**src/rtl/dbg_uart_pkg.sv**
```systemverilog
package dbg_uart_pkg;

  // Basic data unit on the serial line and in memory
  typedef logic [7:0] byte_t;

  ////////////////////////////////////////////////////////////////////////////
  // Protocol byte codes
  ////////////////////////////////////////////////////////////////////////////

  // Commands from the host
  localparam byte_t cmd_read_c  = 8'h11;
  localparam byte_t cmd_write_c = 8'h12;
  localparam byte_t cmd_exec_c  = 8'h13;

  // Replies to the host
  // ACK also serves as the challenge byte
  localparam byte_t ack_c = 8'h06;
  localparam byte_t eot_c = 8'h04;

  ////////////////////////////////////////////////////////////////////////////
  // Command fields
  ////////////////////////////////////////////////////////////////////////////

  // Address and length are sent LSB first
  localparam int unsigned field_bytes_c = 4;

  typedef logic [8*field_bytes_c-1:0] field_t;

endpackage

```
**src/rtl/dbg_mem_if.sv**
```systemverilog
interface dbg_mem_if
  import dbg_uart_pkg::*;
#(
  parameter int unsigned MemDepth = 256
);

  localparam int unsigned AddrWidth = $clog2(MemDepth);

  logic                 rd_en;
  logic                 wr_en;
  logic [AddrWidth-1:0] addr;
  byte_t                wdata;
  // Valid one cycle after rd_en
  byte_t                rdata;

  modport ctrl (output rd_en, output wr_en, output addr, output wdata, input rdata);

  modport mem (input rd_en, input wr_en, input addr, input wdata, output rdata);

endinterface

```
**src/rtl/dbg_cmd_engine.sv**
```systemverilog
module dbg_cmd_engine
  import dbg_uart_pkg::*;
#(
  parameter int unsigned MemDepth = 256
) (
  input  logic    clk,
  input  logic    reset_i,
  input  logic    rx_valid_i,
  input  byte_t   rx_data_i,
  output logic    tx_start_o,
  output byte_t   tx_data_o,
  input  logic    tx_busy_i,
  dbg_mem_if.ctrl mem,
  output logic    exec_valid_o,
  output field_t  exec_addr_o
);

  localparam int unsigned AddrWidth     = $clog2(MemDepth);
  localparam int unsigned FieldCntWidth = $clog2(field_bytes_c);

  typedef enum logic [2:0] {
    st_idle,
    st_addr,
    st_len,
    st_ack,
    st_wr,
    st_rd_req,
    st_rd_send,
    st_eot
  } state_e;

  state_e                   state_q;
  byte_t                    cmd_q;
  logic [FieldCntWidth-1:0] field_cnt_q;
  field_t                   addr_q;
  field_t                   len_q;
  logic                     wr_en_q;
  byte_t                    wdata_q;
  logic                     last_field_byte;
  logic                     last_data_byte;

  assign last_field_byte = (field_cnt_q == FieldCntWidth'(field_bytes_c - 1));
  assign last_data_byte  = (len_q == field_t'(1));

  ////////////////////////////////////////////////////////////////////////////
  // Protocol FSM
  ////////////////////////////////////////////////////////////////////////////

  always_ff @(posedge clk) begin
    if (reset_i) begin
      state_q     <= st_idle;
      cmd_q       <= '0;
      field_cnt_q <= '0;
      addr_q      <= '0;
      len_q       <= '0;
      wr_en_q     <= 1'b0;
    end else begin
      wr_en_q <= 1'b0;
      // Advance after each memory write
      if (wr_en_q) addr_q <= addr_q + 1'b1;
      unique case (state_q)
        st_idle: begin
          if (rx_valid_i) begin
            cmd_q       <= rx_data_i;
            field_cnt_q <= '0;
            // Unknown bytes are dropped here
            if (rx_data_i == ack_c) begin
              state_q <= st_ack;
            end else if (rx_data_i inside {cmd_read_c, cmd_write_c, cmd_exec_c}) begin
              state_q <= st_addr;
            end
          end
        end
        st_addr: begin
          if (rx_valid_i) begin
            addr_q      <= {rx_data_i, addr_q[$bits(field_t)-1:8]};
            field_cnt_q <= field_cnt_q + 1'b1;
            if (last_field_byte) begin
              field_cnt_q <= '0;
              state_q     <= (cmd_q == cmd_exec_c) ? st_ack : st_len;
            end
          end
        end
        st_len: begin
          if (rx_valid_i) begin
            len_q       <= {rx_data_i, len_q[$bits(field_t)-1:8]};
            field_cnt_q <= field_cnt_q + 1'b1;
            if (last_field_byte) begin
              field_cnt_q <= '0;
              state_q     <= st_ack;
            end
          end
        end
        st_ack: begin
          if (!tx_busy_i) begin
            if (cmd_q == cmd_read_c) begin
              state_q <= (len_q == '0) ? st_eot : st_rd_req;
            end else if (cmd_q == cmd_write_c) begin
              state_q <= (len_q == '0) ? st_eot : st_wr;
            end else begin
              // Challenge or exec
              state_q <= st_idle;
            end
          end
        end
        st_wr: begin
          if (rx_valid_i) begin
            wr_en_q <= 1'b1;
            len_q   <= len_q - 1'b1;
            if (last_data_byte) state_q <= st_eot;
          end
        end
        st_rd_req: begin
          state_q <= st_rd_send;
        end
        st_rd_send: begin
          if (!tx_busy_i) begin
            addr_q  <= addr_q + 1'b1;
            len_q   <= len_q - 1'b1;
            state_q <= last_data_byte ? st_eot : st_rd_req;
          end
        end
        default: begin
          if (!tx_busy_i) state_q <= st_idle;
        end
      endcase
    end
  end

  always_ff @(posedge clk) begin
    if (state_q == st_wr && rx_valid_i) wdata_q <= rx_data_i;
  end

  ////////////////////////////////////////////////////////////////////////////
  // Memory port and replies
  ////////////////////////////////////////////////////////////////////////////

  // Index wraps modulo the memory depth
  assign mem.addr  = addr_q[AddrWidth-1:0];
  assign mem.rd_en = (state_q == st_rd_req);
  assign mem.wr_en = wr_en_q;
  assign mem.wdata = wdata_q;

  assign tx_start_o = !tx_busy_i && (state_q inside {st_ack, st_rd_send, st_eot});

  always_comb begin
    unique case (state_q)
      st_rd_send: tx_data_o = mem.rdata;
      st_eot:     tx_data_o = eot_c;
      default:    tx_data_o = ack_c;
    endcase
  end

  // Pulse together with the exec ACK
  assign exec_valid_o = (state_q == st_ack) && !tx_busy_i && (cmd_q == cmd_exec_c);
  assign exec_addr_o  = addr_q;

endmodule

```
**src/rtl/dbg_mem.sv**
```systemverilog
module dbg_mem
  import dbg_uart_pkg::*;
#(
  parameter int unsigned MemDepth = 256
) (
  input logic      clk,
  dbg_mem_if.mem   mem
);

  localparam int unsigned AddrWidth = $clog2(MemDepth);

  // Power-of-two depth, so the index covers the array exactly
  byte_t ram_q [2**AddrWidth];

  always_ff @(posedge clk) begin
    if (mem.wr_en) begin
      ram_q[mem.addr] <= mem.wdata;
    end
  end

  // Registered read that keeps rdata until the next read strobe
  always_ff @(posedge clk) begin
    if (mem.rd_en) begin
      mem.rdata <= ram_q[mem.addr];
    end
  end

endmodule

```
**src/rtl/dbg_uart_top.sv**
```systemverilog
module dbg_uart_top
  import dbg_uart_pkg::*;
#(
  parameter int unsigned ClksPerBit = 16,
  parameter int unsigned MemDepth   = 256
) (
  input  logic   clk,
  input  logic   reset_i,
  input  logic   uart_rx_i,
  output logic   uart_tx_o,
  output logic   exec_valid_o,
  output field_t exec_addr_o
);

  logic  rx_valid;
  byte_t rx_data;
  logic  tx_start;
  byte_t tx_data;
  logic  tx_busy;

  dbg_mem_if #(.MemDepth(MemDepth)) mem_bus ();

  uart_rx #(.ClksPerBit(ClksPerBit)) uart_receiver_i (
    .clk       (clk),
    .reset_i   (reset_i),
    .rx_i      (uart_rx_i),
    .rx_valid_o(rx_valid),
    .rx_data_o (rx_data)
  );

  uart_tx #(.ClksPerBit(ClksPerBit)) uart_transmitter_i (
    .clk       (clk),
    .reset_i   (reset_i),
    .tx_start_i(tx_start),
    .tx_data_i (tx_data),
    .tx_busy_o (tx_busy),
    .tx_o      (uart_tx_o)
  );

  dbg_cmd_engine #(.MemDepth(MemDepth)) dbg_cmd_engine_i (
    .clk         (clk),
    .reset_i     (reset_i),
    .rx_valid_i  (rx_valid),
    .rx_data_i   (rx_data),
    .tx_start_o  (tx_start),
    .tx_data_o   (tx_data),
    .tx_busy_i   (tx_busy),
    .mem         (mem_bus.ctrl),
    .exec_valid_o(exec_valid_o),
    .exec_addr_o (exec_addr_o)
  );

  dbg_mem #(.MemDepth(MemDepth)) dbg_mem_i (
    .clk(clk),
    .mem(mem_bus.mem)
  );

endmodule

```
**src/rtl/uart_rx.sv**
```systemverilog
module uart_rx
  import dbg_uart_pkg::*;
#(
  parameter int unsigned ClksPerBit = 16
) (
  input  logic  clk,
  input  logic  reset_i,
  input  logic  rx_i,
  output logic  rx_valid_o,
  output byte_t rx_data_o
);

  localparam int unsigned CntWidth = $clog2(ClksPerBit);

  typedef enum logic [1:0] {rx_idle, rx_start, rx_bits, rx_stop} rx_state_e;

  rx_state_e           state_q;
  logic [1:0]          sync_q;
  logic                rx_prev_q;
  logic [CntWidth-1:0] clk_cnt_q;
  logic [2:0]          bit_cnt_q;
  byte_t               shift_q;
  logic                rx_bit;
  logic                bit_done;

  assign rx_bit   = sync_q[1];
  assign bit_done = (clk_cnt_q == CntWidth'(ClksPerBit - 1));

  // Line idles high, so sync and edge flops reset to one
  always_ff @(posedge clk) begin
    if (reset_i) begin
      sync_q    <= 2'b11;
      rx_prev_q <= 1'b1;
    end else begin
      sync_q    <= {sync_q[0], rx_i};
      rx_prev_q <= rx_bit;
    end
  end

  always_ff @(posedge clk) begin
    if (reset_i) begin
      state_q    <= rx_idle;
      clk_cnt_q  <= '0;
      bit_cnt_q  <= '0;
      rx_valid_o <= 1'b0;
    end else begin
      rx_valid_o <= 1'b0;
      clk_cnt_q  <= clk_cnt_q + 1'b1;
      unique case (state_q)
        rx_idle: begin
          clk_cnt_q <= '0;
          // Falling edge starts a frame
          if (rx_prev_q && !rx_bit) state_q <= rx_start;
        end
        rx_start: begin
          if (clk_cnt_q == CntWidth'(ClksPerBit / 2 - 1)) begin
            clk_cnt_q <= '0;
            bit_cnt_q <= '0;
            // Glitch, not a start bit
            state_q   <= rx_bit ? rx_idle : rx_bits;
          end
        end
        rx_bits: begin
          if (bit_done) begin
            clk_cnt_q <= '0;
            bit_cnt_q <= bit_cnt_q + 1'b1;
            if (bit_cnt_q == 3'd7) state_q <= rx_stop;
          end
        end
        default: begin
          // Middle of the stop bit
          if (bit_done) begin
            state_q    <= rx_idle;
            rx_valid_o <= rx_bit;
          end
        end
      endcase
    end
  end

  // LSB arrives first
  always_ff @(posedge clk) begin
    if (state_q == rx_bits && bit_done) shift_q <= {rx_bit, shift_q[7:1]};
  end

  assign rx_data_o = shift_q;

endmodule

```
**src/rtl/uart_tx.sv**
```systemverilog
module uart_tx
  import dbg_uart_pkg::*;
#(
  parameter int unsigned ClksPerBit = 16
) (
  input  logic  clk,
  input  logic  reset_i,
  input  logic  tx_start_i,
  input  byte_t tx_data_i,
  output logic  tx_busy_o,
  output logic  tx_o
);

  localparam int unsigned CntWidth = $clog2(ClksPerBit);

  logic                busy_q;
  logic [9:0]          frame_q;
  logic [CntWidth-1:0] clk_cnt_q;
  logic [3:0]          bit_cnt_q;
  logic                load;
  logic                bit_end;

  assign load    = tx_start_i && !busy_q;
  assign bit_end = busy_q && (clk_cnt_q == CntWidth'(ClksPerBit - 1));

  always_ff @(posedge clk) begin
    if (reset_i) begin
      busy_q    <= 1'b0;
      clk_cnt_q <= '0;
      bit_cnt_q <= '0;
    end else if (load) begin
      busy_q    <= 1'b1;
      clk_cnt_q <= '0;
      bit_cnt_q <= '0;
    end else if (bit_end) begin
      clk_cnt_q <= '0;
      // Busy drops at the end of the stop bit
      if (bit_cnt_q == 4'd9) busy_q <= 1'b0;
      else bit_cnt_q <= bit_cnt_q + 1'b1;
    end else if (busy_q) begin
      clk_cnt_q <= clk_cnt_q + 1'b1;
    end
  end

  // Stop, data, start from MSB to LSB
  always_ff @(posedge clk) begin
    if (load) frame_q <= {1'b1, tx_data_i, 1'b0};
    else if (bit_end) frame_q <= {1'b1, frame_q[9:1]};
  end

  assign tx_busy_o = busy_q;
  assign tx_o      = busy_q ? frame_q[0] : 1'b1;

endmodule
```
**config.mk**
```make
export PLATFORM = sky130hd
export DESIGN_NAME = dbg_uart_top
export DESIGN_NICKNAME = d
export VERILOG_FILES = /design/src/rtl/dbg_uart_pkg.sv /design/src/rtl/dbg_mem_if.sv /design/src/rtl/dbg_cmd_engine.sv /design/src/rtl/dbg_mem.sv /design/src/rtl/dbg_uart_top.sv /design/src/rtl/uart_rx.sv /design/src/rtl/uart_tx.sv
export SDC_FILE = /design/constraint.sdc
export NUM_CORES = 2
export LEC_CHECK = 0
export ABC_AREA = 1
export BUFFER_PORTS_ARGS = -buffer_cell sky130_fd_sc_hd__buf_4
export CELL_PAD_IN_SITES_DETAIL_PLACEMENT = 0
export CELL_PAD_IN_SITES_GLOBAL_PLACEMENT = 1
export CORE_ASPECT_RATIO = 1.2
export CORE_MARGIN = 2
export CORE_UTILIZATION = 51
export CTS_CLUSTER_DIAMETER = 120
export DETAILED_ROUTE_END_ITERATION = 12
export GPL_ROUTABILITY_DRIVEN = 0
export PLACE_DENSITY_LB_ADDON = 0.1
export SETUP_SLACK_MARGIN = 0.05
export SYNTH_ARGS = -nofsm -noshare
export SYNTH_HDL_FRONTEND = slang
export SYNTH_SLANG_ARGS = --single-unit
```
**constraint.sdc**
```tcl
create_clock -name clk -period 4.5 [get_ports clk]
set_input_delay 0.225 -clock clk [delete_from_list [all_inputs] [get_ports clk]]
set_output_delay 0.225 -clock clk [all_outputs]
set_load 0.005 [all_outputs]
```
==> impl_metrics.json <==
{
  "setup_tns_ns": 0,
  "hpwl_um": 155000,
  "synth_area_leader_cell": "edfxtp_1",
  "syn_inst": 9018,
  "hp-class": "input pin to flop",
  "synth_area_per_cell_um2": 10.3,
  "yosysSeqAreaShare_pct": 69.2,
  "nNetsFinal": 9050,
  "io_buffers": 36,
  "crit_fanout": 54,
  "combPwrFrac_pct": 0.2,
  "clkPwrFrac_pct": 45.8,
  "required_ns": 5.11,
  "clkTransAtPathRegs_ns": 0.06,
  "status": "finished, final reports clean",
  "clk_latency_ns": 0.87,
  "worstSetupPathType": "flop to flop",
  "ys.flop_type": "edfxtp_1",
  "ctsHtreeMaxLevel": 4,
  "syn-num-nets": 9039,
  "start_util_pct": 51.4,
  "synth_common_cells": "nand2_1, edfxtp_1, nor2_1",
  "track_usage_pct": 28.6,
  "drtAntennaViolNets": 0,
  "slew_viol_final": 0,
  "period_needed_ns": 3.76,
  "finalSetupViolations": 0,
  "yosysMostFrequentCell": "nand2_1",
  "ys_ff_latch": 2181,
  "p_switching_uw": 7870,
  "hold_violations": 0,
  "die_h_um": 472,
  "wl_per_cell_um": 23.0,
  "holdBufCountCts": 2,
  "grt_first_pass_wirelength_um": 399000,
  "synth_area_leaders": "edfxtp_1, nand2_1, nor2_1, o21ai_0, dfxtp_1",
  "period_share_pct": 83.5,
  "cts_resized": 0,
  "post-cts-setup-buffer-count": 0,
  "numCtsBuffers": 214,
  "cp_cell_sequence": "inv_8 -> buf_12 -> buf_4 -> nand2_1 -> nand2_1 -> nand2_1 -> nand2_1 -> nand2_1 -> nand2_1 -> o21ai_1 -> nand3_1 -> nand2_1 -> inv_1 -> nor2_1 -> nand2_1",
  "synth_edf_count": 2080,
  "core-area_mm2": 0.181,
  "vias": 63800,
  "clock-root-buffer": "clkbuf_16",
  "crit_top_cell": "nand2_1",
  "area_growth_pct": 11.5,
  "num_rows": 171,
  "vias_per_cell": 5.49,
  "yosysUniqueCellTypes": 47,
  "ios": 37,
  "cts_tree": "built",
  "cpPeakStageDelay_ns": 0.72,
  "antenna_found_initial": 6,
  "cap_violations": 0,
  "p_leak_uw": 0.0393,
  "max_slew.worst_pin.slew_ns": 1.22,
  "pwr-share-seq_pct": 54.1,
  "netlist.area_leader.share_pct": 67.1,
  "finClkSkew_ns": 0.0284,
  "yosys_warnings": 0,
  "firstDrtPassIters": 6,
  "cp-end-kind": "flop",
  "grt.overflow.total": 0,
  "worstPathArrival_ns": 4.37,
  "grt_pass1_vias": 61600,
  "clk_path_buf_depth": 3,
  "final_layout_size_suffix_gt1_share_pct": 7.14,
  "grt_max_degree": 175,
  "initialDrtViolationCount": 6197,
  "power_uw": 40500,
  "power.density_mw_per_mm2": 390,
  "die_area_mm2": 0.186,
  "max_freq_ghz": 0.266,
  "slew-limit-headroom_pct": 18.6,
  "syn_area_mm2": 0.0931,
  "grt_setup_unrepaired": "no",
  "drc": 0,
  "start_kind": "flop",
  "ir_drop_mv": 0.347,
  "slowest_stage": "dfxtp_4",
  "fill_cells": 15500,
  "clock_sinks": 2181,
  "drt-total-wl_um": 267000,
  "floorplan.die.width_um": 394,
  "power.internal_uw": 32600,
  "switching_share_pct": 19.4,
  "synthArstFlopShare_pct": 0
}
path summary, 6_finish.rpt:
check,end,slack (ns),from,depth (start not counted)
max,dbg_mem_i.mem.rdata[0]$_DFFE_PP_,0.74,dbg_cmd_engine_i.exec_addr_o[0]$_SDFF_PP0_,15
min reg2reg,uart_receiver_i.sync_q[1]$_SDFF_PP1_,0.42,uart_receiver_i.sync_q[0]$_SDFF_PP1_,1
min,uart_receiver_i.sync_q[0]$_SDFF_PP1_,0.13,uart_rx_i,3
max reg2reg,dbg_mem_i.mem.rdata[0]$_DFFE_PP_,0.74,dbg_cmd_engine_i.exec_addr_o[0]$_SDFF_PP0_,15
placed cells by master, fill, tap and decap left out, drive strengths merged, types with 4 or more instances in the layout:
cell type / count
nand4: 13
nand3b: 8
inv: 493
o21a: 4
a211oi: 8
clkinv: 110
o22ai: 37
nand3: 253
o21ai: 988
o211ai: 16
buf: 276
clkbuf: 254
a21oi: 101
bufinv: 32
dfxtp: 101
xor2: 23
nand2: 2558
or2: 6
clkinvlp: 9
nor4: 4
edfxtp: 2080
ha: 18
nor3: 32
nor2: 1757
a22o: 5
critical path, delay by kind of cell (launching register included):
kind	cells	cell delay, ns
compound gates	1	0.54
buf+inv	4	1.03
flops	1	0.72
simple gates	10	1.11
kinds of logic (layout without fill, tap and decap cells):
logic type,count (synthesis),count (layout),share of synthesized area [%]
compound gates,1171,1171,6.47
xor+xnor,26,26,0.245
fa+ha+maj,18,18,0.242
buf+inv,984,1176,4.52
flops,2181,2181,69.2
other cells,0,2,0
simple gates,4638,4638,19.3
routing by layer:
layer	wire length (um)	track usage, %	vias to the layer above
li1	-	-	30100
met1	113000	39.5	31200
met2	129000	47.2	2106
met3	17500	3.94	377
met4	8120	8.92	0
met5	0	0	-
through the flow:
step	cells	hold WS [ns]	area, um2	utilization, %	setup WS [ns]
final	11600	0.130	104000	57.3	0.740
after global routing	11600	0.103	104000	57.3	0.695
after CTS	11600	0.0680	104000	57.3	0.856
after detailed placement	11200	0.400	96600	53.3	0.894
after global placement	11200	0.406	96600	53.3	0.851
after floorplan	9018	0.329	93100	-	0.454
area by class of cell:
| type | instances | area (um2) | area share (%) |
|---|---|---|---|
| Timing Repair Buffer | 278 | 2670 | 2.57 |
| Multi-Input combinational cell | 5853 | 24500 | 23.6 |
| Sequential cell | 2181 | 64500 | 62.1 |
| Clock inverter | 143 | 1660 | 1.60 |
| Clock buffer | 254 | 5590 | 5.38 |
| Tap cell | 2422 | 3030 | 2.92 |
| Inverter | 501 | 1900 | 1.83 |
| Antenna cell | 2 | 5.00 | 0.00482 |
power by group through the flow:
stage / Clock [uW] / Sequential [uW] / Combinational [uW]
finish: 18500 / 21900 / 77.8
global placement: 0 / 22300 / 73.6
detailed placement: 0 / 22300 / 75.2
floorplan: 0 / 22300 / 55.9
CTS: 18700 / 21900 / 77.7
global route: 19500 / 21900 / 84.6
sequential cells by signal (all words and copies together) (netlist names), 8 cells and up:
name,count
dbg_cmd_engine_i.len_q,32
uart_receiver_i.rx_data_o,8
dbg_cmd_engine_i.mem.wdata,8
dbg_mem_i.mem.rdata,8
uart_transmitter_i.frame_q,9
dbg_mem_i.ram_q,2048
dbg_cmd_engine_i.cmd_q,8
dbg_cmd_engine_i.exec_addr_o,32
No activity file was read; power rests on OpenSTA's default activity.
